`src/rtl/rvExecPkg.sv`:
```
package rvExecPkg;

  localparam int xlen = 32; // datapath width

  typedef logic [xlen-1:0] word_t;
  typedef logic [31:0]     inst_t;
  typedef logic [6:0]      opcode_t;
  typedef logic [2:0]      funct3_t;
  typedef logic [6:0]      funct7_t;

  // major opcodes of the supported subset
  localparam opcode_t opLui    = 7'b0110111;
  localparam opcode_t opAuipc  = 7'b0010111;
  localparam opcode_t opJal    = 7'b1101111;
  localparam opcode_t opJalr   = 7'b1100111;
  localparam opcode_t opBranch = 7'b1100011;
  localparam opcode_t opLoad   = 7'b0000011;
  localparam opcode_t opStore  = 7'b0100011;
  localparam opcode_t opImm    = 7'b0010011;
  localparam opcode_t opReg    = 7'b0110011;
  localparam opcode_t opSystem = 7'b1110011;

  // funct3 codes, several share one encoding across opcodes
  localparam funct3_t f3Add  = 3'b000; // add/sub/addi/jalr/ebreak
  localparam funct3_t f3Sltu = 3'b011;
  localparam funct3_t f3Xor  = 3'b100;
  localparam funct3_t f3Sra  = 3'b101;
  localparam funct3_t f3Beq  = 3'b000;
  localparam funct3_t f3Bne  = 3'b001;
  localparam funct3_t f3Blt  = 3'b100;
  localparam funct3_t f3Bge  = 3'b101;
  localparam funct3_t f3Bltu = 3'b110;
  localparam funct3_t f3Bgeu = 3'b111;
  localparam funct3_t f3Lb   = 3'b000;
  localparam funct3_t f3Lh   = 3'b001;
  localparam funct3_t f3Lw   = 3'b010;
  localparam funct3_t f3Lbu  = 3'b100;
  localparam funct3_t f3Lhu  = 3'b101;
  localparam funct3_t f3Sw   = 3'b010;

  localparam funct7_t f7Base = 7'b0000000;
  localparam funct7_t f7Alt  = 7'b0100000; // sub, srai

  typedef enum logic [3:0] {
    aluAdd    = 4'd0,
    aluPassB  = 4'd1,
    aluAddClr = 4'd2, // jalr target
    aluSub    = 4'd3,
    aluSltu   = 4'd4,
    aluSlt    = 4'd5,
    aluXor    = 4'd6,
    aluSra    = 4'd7
  } aluOp_e;

  typedef enum logic [2:0] {typeR, typeI, typeS, typeB, typeU, typeJ, typeN} instType_e;

  typedef enum logic [1:0] {wbMem = 2'b00, wbAlu = 2'b01, wbPcPlus4 = 2'b10} wbSel_e;

  // one-hot style so ORed tiers can be checked for a clash
  typedef enum logic [1:0] {memIdle = 2'b00, memRead = 2'b10, memWrite = 2'b01} memRw_e;

  typedef enum logic [2:0] {
    extNone     = 3'b000,
    extSignByte = 3'b001,
    extSignHalf = 3'b010,
    extZeroByte = 3'b011,
    extZeroHalf = 3'b100
  } memExt_e;

  typedef struct packed {
    logic      regWrite;
    memRw_e    memRw;
    logic      ebreak;
    logic      jump;     // jal/jalr, next pc from alu
    logic      aluAsel;  // 1 = pc
    logic      aluBsel;  // 1 = immediate
    wbSel_e    wbSel;
    aluOp_e    aluOp;
    logic      isBranch;
    memExt_e   memExt;
    logic [3:0] wmask;
    instType_e instType;
    logic      illegal;
  } ctrl_t;

  typedef struct packed {
    word_t iImm;
    word_t sImm;
    word_t bImm;
    word_t uImm;
    word_t jImm;
  } immSet_t;

  typedef struct packed {
    logic eq;
    logic ltS;
    logic ltU;
  } cmpFlags_t;

  typedef struct packed {
    logic       regWrite;
    word_t      wbData;
    word_t      nextPc;
    memRw_e     memRw;
    word_t      memAddr;
    word_t      memWdata;
    logic [3:0] wmask;
    memExt_e    memExt;
    logic       ebreak;
    logic       illegal;
  } execResult_t;

endpackage
```
`src/rtl/instExecTop.sv`:
```
module instExecTop import rvExecPkg::*; (
  input  logic        clk,
  input  logic        rstN,
  input  logic        issueValid,
  input  inst_t       inst,
  input  word_t       pc,
  input  word_t       rs1Val,
  input  word_t       rs2Val,
  output logic        resValid,
  output execResult_t res
);

  ctrl_t     ctrl;
  immSet_t   imms;
  cmpFlags_t flags;

  // decode and operand prep side by side, both combinational
  controlDecoder u_decoder (
    .opcode (inst[6:0]),
    .funct3 (inst[14:12]),
    .funct7 (inst[31:25]),
    .ctrl   (ctrl)
  );

  operandUnit u_operand (
    .inst   (inst),
    .rs1Val (rs1Val),
    .rs2Val (rs2Val),
    .imms   (imms),
    .flags  (flags)
  );

  executeUnit u_execute (
    .clk        (clk),
    .rstN       (rstN),
    .issueValid (issueValid),
    .ctrl       (ctrl),
    .imms       (imms),
    .flags      (flags),
    .funct3     (inst[14:12]), // branch condition select
    .pc         (pc),
    .rs1Val     (rs1Val),
    .rs2Val     (rs2Val),
    .resValid   (resValid),
    .res        (res)
  );

endmodule

```
`src/rtl/executeUnit.sv`:
```
module executeUnit import rvExecPkg::*; (
  input  logic        clk,
  input  logic        rstN,
  input  logic        issueValid,
  input  ctrl_t       ctrl,
  input  immSet_t     imms,
  input  cmpFlags_t   flags,
  input  funct3_t     funct3,
  input  word_t       pc,
  input  word_t       rs1Val,
  input  word_t       rs2Val,
  output logic        resValid,
  output execResult_t res
);

  word_t       imm, opA, opB, aluRes, pcPlus4;
  logic        taken;
  logic        kill; // no architectural side effect
  execResult_t nextRes;

  always_comb begin
    case (ctrl.instType)
      typeI:   imm = imms.iImm;
      typeS:   imm = imms.sImm;
      typeB:   imm = imms.bImm;
      typeU:   imm = imms.uImm;
      typeJ:   imm = imms.jImm;
      default: imm = '0; // R and unknown carry no immediate
    endcase
  end

  assign opA = ctrl.aluAsel ? pc : rs1Val;
  assign opB = ctrl.aluBsel ? imm : rs2Val;

  always_comb begin
    case (ctrl.aluOp)
      aluAdd:    aluRes = opA + opB;
      aluPassB:  aluRes = opB;
      aluAddClr: aluRes = (opA + opB) & ~word_t'(1);
      aluSub:    aluRes = opA - opB;
      aluSltu:   aluRes = {{(xlen-1){1'b0}}, opA < opB};
      aluSlt:    aluRes = {{(xlen-1){1'b0}}, $signed(opA) < $signed(opB)};
      aluXor:    aluRes = opA ^ opB;
      aluSra:    aluRes = word_t'($signed(opA) >>> opB[4:0]); // shamt only
      default:   aluRes = '0;
    endcase
  end

  // branch condition, ge forms are the inverted lt flags
  always_comb begin
    case (funct3)
      f3Beq:   taken = flags.eq;
      f3Bne:   taken = !flags.eq;
      f3Blt:   taken = flags.ltS;
      f3Bge:   taken = !flags.ltS;
      f3Bltu:  taken = flags.ltU;
      f3Bgeu:  taken = !flags.ltU;
      default: taken = 1'b0;
    endcase
    taken = taken && ctrl.isBranch;
  end

  assign pcPlus4 = pc + word_t'(4);
  assign kill    = ctrl.illegal || ctrl.ebreak;

  always_comb begin
    nextRes          = '0;
    nextRes.regWrite = ctrl.regWrite && !kill;
    case (ctrl.wbSel)
      wbAlu:     nextRes.wbData = aluRes;
      wbPcPlus4: nextRes.wbData = pcPlus4; // link address
      default:   nextRes.wbData = '0;      // load value is merged after memory
    endcase
    if (ctrl.jump) begin
      nextRes.nextPc = aluRes;
    end else if (taken) begin
      nextRes.nextPc = pc + imms.bImm;
    end else begin
      nextRes.nextPc = pcPlus4;
    end
    nextRes.memRw    = kill ? memIdle : ctrl.memRw;
    nextRes.memAddr  = aluRes;       // base + offset
    nextRes.memWdata = rs2Val;
    nextRes.wmask    = ctrl.wmask;
    nextRes.memExt   = ctrl.memExt;  // extension done by the load path
    nextRes.ebreak   = ctrl.ebreak;
    nextRes.illegal  = ctrl.illegal;
  end

  // single stage, res holds while nothing issues
  always_ff @(posedge clk or negedge rstN) begin
    if (!rstN) begin
      resValid <= 1'b0;
      res      <= '0;
    end else begin
      resValid <= issueValid;
      if (issueValid) begin
        res <= nextRes;
      end
    end
  end

  property pNoValidOutOfReset;
    @(posedge clk) !rstN |=> !resValid;
  endproperty
  assert property (pNoValidOutOfReset)
    else $error("resValid high on the cycle after reset");

  // decoder miss must reach the result with every side effect off
  property pIllegalIsInert;
    @(posedge clk) disable iff (!rstN)
      (resValid && res.illegal) |-> (!res.regWrite && res.memRw == memIdle);
  endproperty
  assert property (pIllegalIsInert)
    else $error("illegal result carries a write or memory access");

endmodule

```
`src/rtl/operandUnit.sv`:
```
module operandUnit import rvExecPkg::*; (
  input  inst_t     inst,
  input  word_t     rs1Val,
  input  word_t     rs2Val,
  output immSet_t   imms,
  output cmpFlags_t flags
);

  logic signBit;

  assign signBit = inst[31]; // every format sign-extends from bit 31

  // I: inst[31:20]
  assign imms.iImm = {{20{signBit}}, inst[31:20]};

  // S: split across funct7 and rd fields
  assign imms.sImm = {{20{signBit}}, inst[31:25], inst[11:7]};

  // B: halfword offset, bit 0 always zero
  assign imms.bImm = {{19{signBit}}, signBit, inst[7], inst[30:25], inst[11:8], 1'b0};

  assign imms.uImm = {inst[31:12], 12'b0}; // upper 20, low bits clear

  // J: 21-bit offset, scrambled like B
  assign imms.jImm = {{11{signBit}}, signBit, inst[19:12], inst[20], inst[30:21], 1'b0};

  // compares run for every word, branch logic picks what it needs
  assign flags.eq  = (rs1Val == rs2Val);
  assign flags.ltS = ($signed(rs1Val) < $signed(rs2Val));
  assign flags.ltU = (rs1Val < rs2Val);

endmodule

```
`src/rtl/controlDecoder.sv`:
```
module controlDecoder import rvExecPkg::*; (
  input  opcode_t opcode,
  input  funct3_t funct3,
  input  funct7_t funct7,
  output ctrl_t   ctrl
);

  ctrl_t     byOp, byF3, byF7; // one bundle per tier, zero when the tier misses
  logic      hitOp, hitF3, hitF7;
  instType_e instType;

  // tier 0, opcode alone
  always_comb begin
    byOp  = '0;
    hitOp = 1'b0;
    case (opcode)
      opLui: begin
        hitOp         = 1'b1;
        byOp.regWrite = 1'b1;
        byOp.aluBsel  = 1'b1;
        byOp.wbSel    = wbAlu;
        byOp.aluOp    = aluPassB; // upper imm straight through
      end
      opAuipc: begin
        hitOp         = 1'b1;
        byOp.regWrite = 1'b1;
        byOp.aluAsel  = 1'b1;
        byOp.aluBsel  = 1'b1;
        byOp.wbSel    = wbAlu;
      end
      opJal: begin
        hitOp         = 1'b1;
        byOp.regWrite = 1'b1;
        byOp.jump     = 1'b1;
        byOp.aluAsel  = 1'b1; // pc + jImm
        byOp.aluBsel  = 1'b1;
        byOp.wbSel    = wbPcPlus4;
      end
      default: ;
    endcase
  end

  // tier 1, opcode plus funct3
  always_comb begin
    byF3  = '0;
    hitF3 = 1'b0;
    case (opcode)
      opImm: begin
        hitF3 = (funct3 == f3Add) || (funct3 == f3Sltu); // addi, sltiu
        if (hitF3) begin
          byF3.regWrite = 1'b1;
          byF3.aluBsel  = 1'b1;
          byF3.wbSel    = wbAlu;
          byF3.aluOp    = (funct3 == f3Sltu) ? aluSltu : aluAdd;
        end
      end
      opJalr: begin
        hitF3 = (funct3 == f3Add);
        if (hitF3) begin
          byF3.regWrite = 1'b1;
          byF3.jump     = 1'b1;
          byF3.aluBsel  = 1'b1;
          byF3.wbSel    = wbPcPlus4;
          byF3.aluOp    = aluAddClr;
        end
      end
      opSystem: begin
        hitF3       = (funct3 == f3Add); // ebreak, funct12 not looked at
        byF3.ebreak = hitF3;
      end
      opStore: begin
        hitF3 = (funct3 == f3Sw);
        if (hitF3) begin
          byF3.memRw   = memWrite;
          byF3.aluBsel = 1'b1;
          byF3.wmask   = 4'b1111; // word store only
        end
      end
      opLoad: begin
        hitF3 = 1'b1;
        case (funct3)
          f3Lb:    byF3.memExt = extSignByte;
          f3Lh:    byF3.memExt = extSignHalf;
          f3Lw:    byF3.memExt = extNone;
          f3Lbu:   byF3.memExt = extZeroByte;
          f3Lhu:   byF3.memExt = extZeroHalf;
          default: hitF3 = 1'b0;
        endcase
        if (hitF3) begin
          byF3.regWrite = 1'b1;
          byF3.memRw    = memRead;
          byF3.aluBsel  = 1'b1;
          byF3.wbSel    = wbMem;
        end
      end
      opBranch: begin
        hitF3 = funct3 inside {f3Beq, f3Bne, f3Blt, f3Bge, f3Bltu, f3Bgeu};
        if (hitF3) begin
          byF3.isBranch = 1'b1;
          byF3.aluAsel  = 1'b1; // target pc + bImm on the alu too
          byF3.aluBsel  = 1'b1;
        end
      end
      default: ;
    endcase
  end

  // tier 2, full opcode/funct3/funct7 key
  always_comb begin
    byF7  = '0;
    hitF7 = 1'b1;
    case ({opcode, funct3, funct7})
      {opReg, f3Add, f7Base}:  byF7.aluOp = aluAdd;
      {opReg, f3Add, f7Alt}:   byF7.aluOp = aluSub;
      {opReg, f3Xor, f7Base}:  byF7.aluOp = aluXor;
      {opReg, f3Sltu, f7Base}: byF7.aluOp = aluSltu;
      {opImm, f3Sra, f7Alt}: begin
        byF7.aluOp   = aluSra;
        byF7.aluBsel = 1'b1; // shamt from iImm[4:0]
      end
      default: hitF7 = 1'b0;
    endcase
    if (hitF7) begin
      byF7.regWrite = 1'b1;
      byF7.wbSel    = wbAlu;
    end
  end

  // immediate layout per opcode
  always_comb begin
    case (opcode)
      opLui, opAuipc:        instType = typeU;
      opJal:                 instType = typeJ;
      opJalr, opLoad, opImm: instType = typeI;
      opBranch:              instType = typeB;
      opStore:               instType = typeS;
      opReg:                 instType = typeR;
      default:               instType = typeN;
    endcase
  end

  always_comb begin
    ctrl          = ctrl_t'(byOp | byF3 | byF7); // tiers are disjoint, OR merges them
    ctrl.instType = instType;
    ctrl.illegal  = !(hitOp || hitF3 || hitF7);
    // overlapping tiers would show up as both direction bits set
    assert (ctrl.memRw != 2'b11)
      else $error("decoder drives read and write together");
  end

endmodule

```
`config.mk`:
```
export PLATFORM = sky130hd
export DESIGN_NAME = instExecTop
export DESIGN_NICKNAME = d
export VERILOG_FILES = /design/src/rtl/rvExecPkg.sv /design/src/rtl/instExecTop.sv /design/src/rtl/executeUnit.sv /design/src/rtl/operandUnit.sv /design/src/rtl/controlDecoder.sv
export SDC_FILE = /design/constraint.sdc
export NUM_CORES = 1
export LEC_CHECK = 0
export BUFFER_PORTS_ARGS = -buffer_cell sky130_fd_sc_hd__buf_2
export CELL_PAD_IN_SITES_DETAIL_PLACEMENT = 2
export CELL_PAD_IN_SITES_GLOBAL_PLACEMENT = 2
export CORE_ASPECT_RATIO = 0.7
export CORE_MARGIN = 8
export CORE_UTILIZATION = 35
export DETAILED_ROUTE_END_ITERATION = 16
export PLACE_DENSITY = 0.88
export SLEW_MARGIN = 15
export SYNTH_ARGS = -nofsm -noshare
export SYNTH_HDL_FRONTEND = slang
export SYNTH_HIERARCHICAL = 1
export SYNTH_SLANG_ARGS = --single-unit
export TNS_END_PERCENT = 10
```
`constraint.sdc`:
```
create_clock -name clk -period 1.2 [get_ports clk]
set_clock_uncertainty 0.2 [all_clocks]
set_input_delay 0.24 -clock clk [delete_from_list [all_inputs] [get_ports clk]]
set_output_delay 0.24 -clock clk [all_outputs]
set_load 0.01 [all_outputs]
```
==> results of run 1 <==
[synthesized netlist by cell type, drive strengths merged, types with 16 or more instances]
| master | instances | area [sq um] |
|---|---|---|
| a211oi | 45 | 343 |
| a21o | 49 | 368 |
| a21oi | 214 | 1070 |
| a221o | 28 | 280 |
| a221oi | 34 | 298 |
| a22oi | 26 | 195 |
| a31oi | 19 | 119 |
| and3 | 22 | 138 |
| buf | 199 | 1410 |
| clkbuf | 104 | 393 |
| dfrtp | 141 | 3530 |
| ha | 129 | 1610 |
| inv | 132 | 495 |
| mux2 | 86 | 972 |
| mux2i | 107 | 1070 |
| nand2 | 151 | 574 |
| nand2b | 25 | 156 |
| nand3 | 55 | 275 |
| nor2 | 206 | 781 |
| nor2b | 28 | 175 |
| nor3 | 50 | 255 |
| o211ai | 22 | 165 |
| o21ai | 117 | 586 |
| o21bai | 16 | 120 |
| o221ai | 36 | 315 |
| o22ai | 22 | 138 |
| xnor2 | 43 | 377 |
| xor2 | 25 | 219 |
[cell families after synthesis]
| kind of cell | synth area share [%] |
|---|---|
| AO/OA/AOI/OAI | 28.2 |
| flip-flops | 18.9 |
| adder cells (fa/ha/maj) | 8.98 |
| buffers and inverters | 12.4 |
| multiplexers | 11.1 |
| XOR/XNOR | 3.20 |
| AND/OR/NAND/NOR | 17.2 |
| other | 0.0403 |
[stage by stage]
step                      hold slack (ps)  instance area, sq um  setup slack [ps]
after floorplan                      -256                 18900             -4050
after global placement              -77.1                 25800             -4580
after detailed placement            -84.4                 25800             -5810
==> flow_metrics.py, run 1 <==
metrics = {
    "place": {
        "io_buffers": 271,
        "placed_cells": 3906,
        "gp_congestion": 1.15,
        "hpwlAfterDp_um": 138000,
    },
    "run_status": {
        "stop_stage": "clock tree synthesis (4_1_cts)",
        "status": "aborted with a tool error",
        "tool.error": "[ERROR DPL-0033] detailed placement checks failed during check placement.",
    },
    "die": {
        "ios": 272,
        "die_y_um": 209,
        "initial_utilization_pct": 35.6,
        "fp-row-count": 70,
        "die_w_um": 292,
    },
    "synth": {
        "seq_area_frac_synth_pct": 18.9,
        "ys_ff_latch": 141,
        "synth.avg_cell_area_sq_um": 7.79,
        "synthArstFlopShare_pct": 100,
        "yosys_warnings": 6,
        "ys.flop_type": "dfrtp_1",
        "syn_area_sq_mm": 0.0186,
        "synth_cell_types": 101,
        "synth-edff-count": 0,
        "synth_cells": 2393,
    },
    "cts": {
        "clock_path_buffers": 2,
        "post_cts_buffers": 51,
        "clk_root_buffer_cell": "clkbuf_16",
        "cts.sinks": 141,
        "cts-buffers-inserted": 17,
        "h-tree-depth": 4,
        "cts_resized": 425,
        "ctsHoldBuffers": 28,
    },
}
==> inputs of run 2 (changes only) <==
--- a/config.mk
+++ b/config.mk
@@ -6,13 +6,10 @@
 export NUM_CORES = 1
 export LEC_CHECK = 0
 export BUFFER_PORTS_ARGS = -buffer_cell sky130_fd_sc_hd__buf_2
-export CELL_PAD_IN_SITES_DETAIL_PLACEMENT = 2
-export CELL_PAD_IN_SITES_GLOBAL_PLACEMENT = 2
-export CORE_ASPECT_RATIO = 0.7
 export CORE_MARGIN = 8
-export CORE_UTILIZATION = 35
+export CORE_UTILIZATION = 25
 export DETAILED_ROUTE_END_ITERATION = 16
-export PLACE_DENSITY = 0.88
+export PLACE_DENSITY_LB_ADDON = 0.15
 export SLEW_MARGIN = 15
 export SYNTH_ARGS = -nofsm -noshare
 export SYNTH_HDL_FRONTEND = slang
==> flow_metrics.py, run 2 <==
metrics = {
    "synth": {
        "synth.avg_cell_area_sq_um": 7.79,
        "synth_cell_types": 101,
        "yosysTopAreaCell": "dfrtp_1",
        "synth.most_common_cell": "a21oi_1",
        "ys.flop_type": "dfrtp_1",
        "synth-edff-count": 0,
        "netlist.area_leader.share_pct": 18.9,
        "seq_area_frac_synth_pct": 18.9,
        "syn_area_sq_mm": 0.0186,
        "synth_area_leaders": "dfrtp_1, ha_1, buf_4, mux2i_1, a21oi_1",
        "yosys-top-cells-count": "a21oi_1, nor2_1, buf_4, nand2_1, dfrtp_1",
        "synth_cells": 2393,
        "synthArstFlopShare_pct": 100,
        "ys_ff_latch": 141,
        "yosys_warnings": 6,
    },
    "sta": {
        "period_share_pct": 407,
        "maxSlewHeadroom_pct": 27.7,
        "hold_viol": 14,
        "setup_viol": 247,
        "hold_slack_ps": -32.2,
        "fmax_mhz": 205,
        "rsz0062_at_grt": "true",
        "drv_slew": 0,
        "finalWorstSetupSlack_ps": -3690,
        "min_period_ps": 4890,
        "worst_pin_slew_ps": 1080,
        "fin_tns_setup_ps": -361570,
    },
    "cts": {
        "ctsHoldBuffers": 33,
        "clock_latency_ps": 490,
        "h-tree-depth": 4,
        "cts.sinks": 141,
        "cts_tree": "yes",
        "cts.clk_slew.worst_paths_ps": 80,
        "clk_root_buffer_cell": "clkbuf_16",
        "cts-buffers-inserted": 17,
        "clock_path_buffers": 2,
    },
    "pwr": {
        "power.leakage_nw": 14.0,
        "seqPwrFrac_pct": 22.6,
        "p_int_mw": 14.4,
        "vdd_drop_max_uv": 759,
        "p_per_area_mw_per_mm2": 805,
        "power_frac_comb_pct": 53.0,
        "p_sw_share_pct": 40.5,
        "power_switching_mw": 9.79,
        "clockPowerShare_pct": 24.4,
    },
    "layout": {
        "design_area_sq_mm": 0.0300,
        "largestRegisters": "u_execute/res x140, u_execute/resValid x1",
        "drive_gt1_share_pct": 47.9,
        "layout_commonest_cell": "buf_4",
        "top_register": "u_execute/res",
        "fin_nets": 3624,
        "fillers": 7610,
        "largest_reg_flops": 140,
        "final_cell_mix": "buf_4, buf_2, nor2_1",
        "syn2layout_area_growth_pct": 61.0,
    },
    "drt": {
        "drc": 0,
        "wirelength_um": 112000,
        "wl_per_cell_um": 25.7,
        "viasPerCell": 5.28,
        "dr.pass1.iters": 6,
        "ant_nets": 0,
        "vias": 22944,
        "drt_iter0_markers": 1954,
    },
    "place": {
        "io_buffers": 271,
        "postPlaceCellArea_sq_mm": 0.0266,
        "hpwlAfterDp_um": 92800,
        "gp_congestion": 0.978,
    },
    "die": {
        "initial_utilization_pct": 25.2,
        "fp-row-count": 100,
        "core_sq_mm": 0.0741,
        "ios": 272,
        "die_w_um": 289,
        "die_y_um": 289,
        "die-area_sq_mm": 0.0835,
    },
    "run_status": {
        "violations": "hold timing, setup timing",
        "status": "complete, but fails checks",
    },
    "global_routing": {
        "antenna_found_initial": 5,
        "grt_pass1_wl_um": 159000,
        "grtUsageTotal_pct": 25.7,
        "grt_max_degree": 67,
        "grt_overflow_total": 0,
        "grt_pass1_vias": 23215,
    },
    "run": {
        "maxCapViolCount": 0,
    },
    "worst_setup_path": {
        "r2r-start": "u_execute/res[114]$_DFFE_PN0P_",
        "cp_max_fo": 8,
        "startpoint_type": "input port",
        "crit_arrival_ps": 5080,
        "critical_path_class": "in2reg",
        "crit_start": "inst[3]",
        "endpoint_kind": "flip-flop",
        "worstPathRequired_ps": 1390,
    },
    "worst_hold_path": {
        "hold_path_class": "in2async",
    },
}
==> run 2: cell counts after synthesis <==
Identical to the previous run, type by type.
==> run 2: stage by stage <==
stage | instances | utilization, % | worst slack, ps | total power [mW]
floorplan | 2406 | - | -4050 | 10.6
global placement | 4229 | 35.9 | -4610 | 16.7
detailed placement | 4229 | 35.9 | -4650 | 16.7
CTS | 4313 | 39.0 | -3670 | 23.6
global route | 4342 | 40.5 | -3790 | 25.2
finish | 4343 | 40.5 | -3690 | 24.2
==> run 2: kinds of logic (layout without fill, tap and decap cells) <==
family,after synthesis,after routing,synth area share (%)
buf+inv,436,1402,12.4
mux,194,194,11.1
simple gates,648,648,17.2
compound gates,772,773,28.2
other cells,2,16,0.0403
xor+xnor,68,68,3.20
flops,141,141,18.9
fa+ha+maj,132,132,8.98
==> run 2: per-layer routing <==
layer,GRT usage [%],vias to the layer above,routed length [um]
li1,-,10617,-
met2,43.0,870,52100
met1,33.7,11304,48400
met5,0,-,0
met3,3.60,153,6770
met4,8.95,0,4350
==> run 2: layout make-up <==
type,instances,area (sq um),area share (%)
Inverter,133,515,1.72
Tap cell,969,1210,4.04
Sequential cell,141,3530,11.8
Antenna cell,1,2.50,0.00834
Timing Repair Buffer,1238,9550,31.8
Clock inverter,13,154,0.513
Clock buffer,18,439,1.46
Multi-Input combinational cell,1830,14600,48.7
==> run 2: worst paths after layout <==
| check | end | slack (ps) | cells after the start |
|---|---|---|---|
| max in group asynchronous | u_execute/res[111]$_DFFE_PN0P_ | 290 | 3 |
| min in group clk | u_execute/resValid$_DFF_PN0_ | 90 | 3 |
| hold / removal | u_execute/res[82]$_DFFE_PN0P_ | -30 | 2 |
| setup / recovery | u_execute/res[99]$_DFFE_PN0P_ | -3690 | 25 |
| setup reg to reg | u_execute/res[114]$_DFFE_PN0P_ | 80 | 1 |
| hold reg to reg | u_execute/res[84]$_DFFE_PN0P_ | 290 | 1 |
==> run 2: critical path: stages <==
cell and delay, ps:
buf_8 100, or3b_4 390, a21oi_4 150, buf_12 150, nor3_4 50, o211ai_1 70, buf_4 230, clkinvlp_4 250
buf_8 220, a21oi_2 290, inv_1 100, ha_1 390, o21ai_0 210, o21a_1 170, o21ai_0 120, a31o_4 240
buf_4 130, buf_6 110, a31o_4 210, o21a_1 190, o22ai_2 190, nor4b_4 320, buf_4 200, nand2_1 50
a31o_2 250
==> run 2: power groups by stage <==
stage | sequential [mW] | clock [mW] | combinational [mW]
2_1_floorplan | 5.62 | 0 | 5.01
3_3_place_gp | 5.49 | 0 | 11.2
3_5_place_dp | 5.51 | 0 | 11.2
4_1_cts | 5.44 | 6.03 | 12.1
5_1_grt | 5.50 | 6.17 | 13.6
6_report | 5.46 | 5.89 | 12.8
==> run 2: repair_timing <==
item / 4_1_cts / 5_1_grt
setup buffers: 23 / 32
pin swaps: 88 / 78
endpoints found under the setup margin: 249 / 249
gates resized for setup: 241 / 186
endpoints found under the hold margin: 173 / 14
gates cloned: 1 / 1
Note: power is estimated with default switching activity, not from simulation.
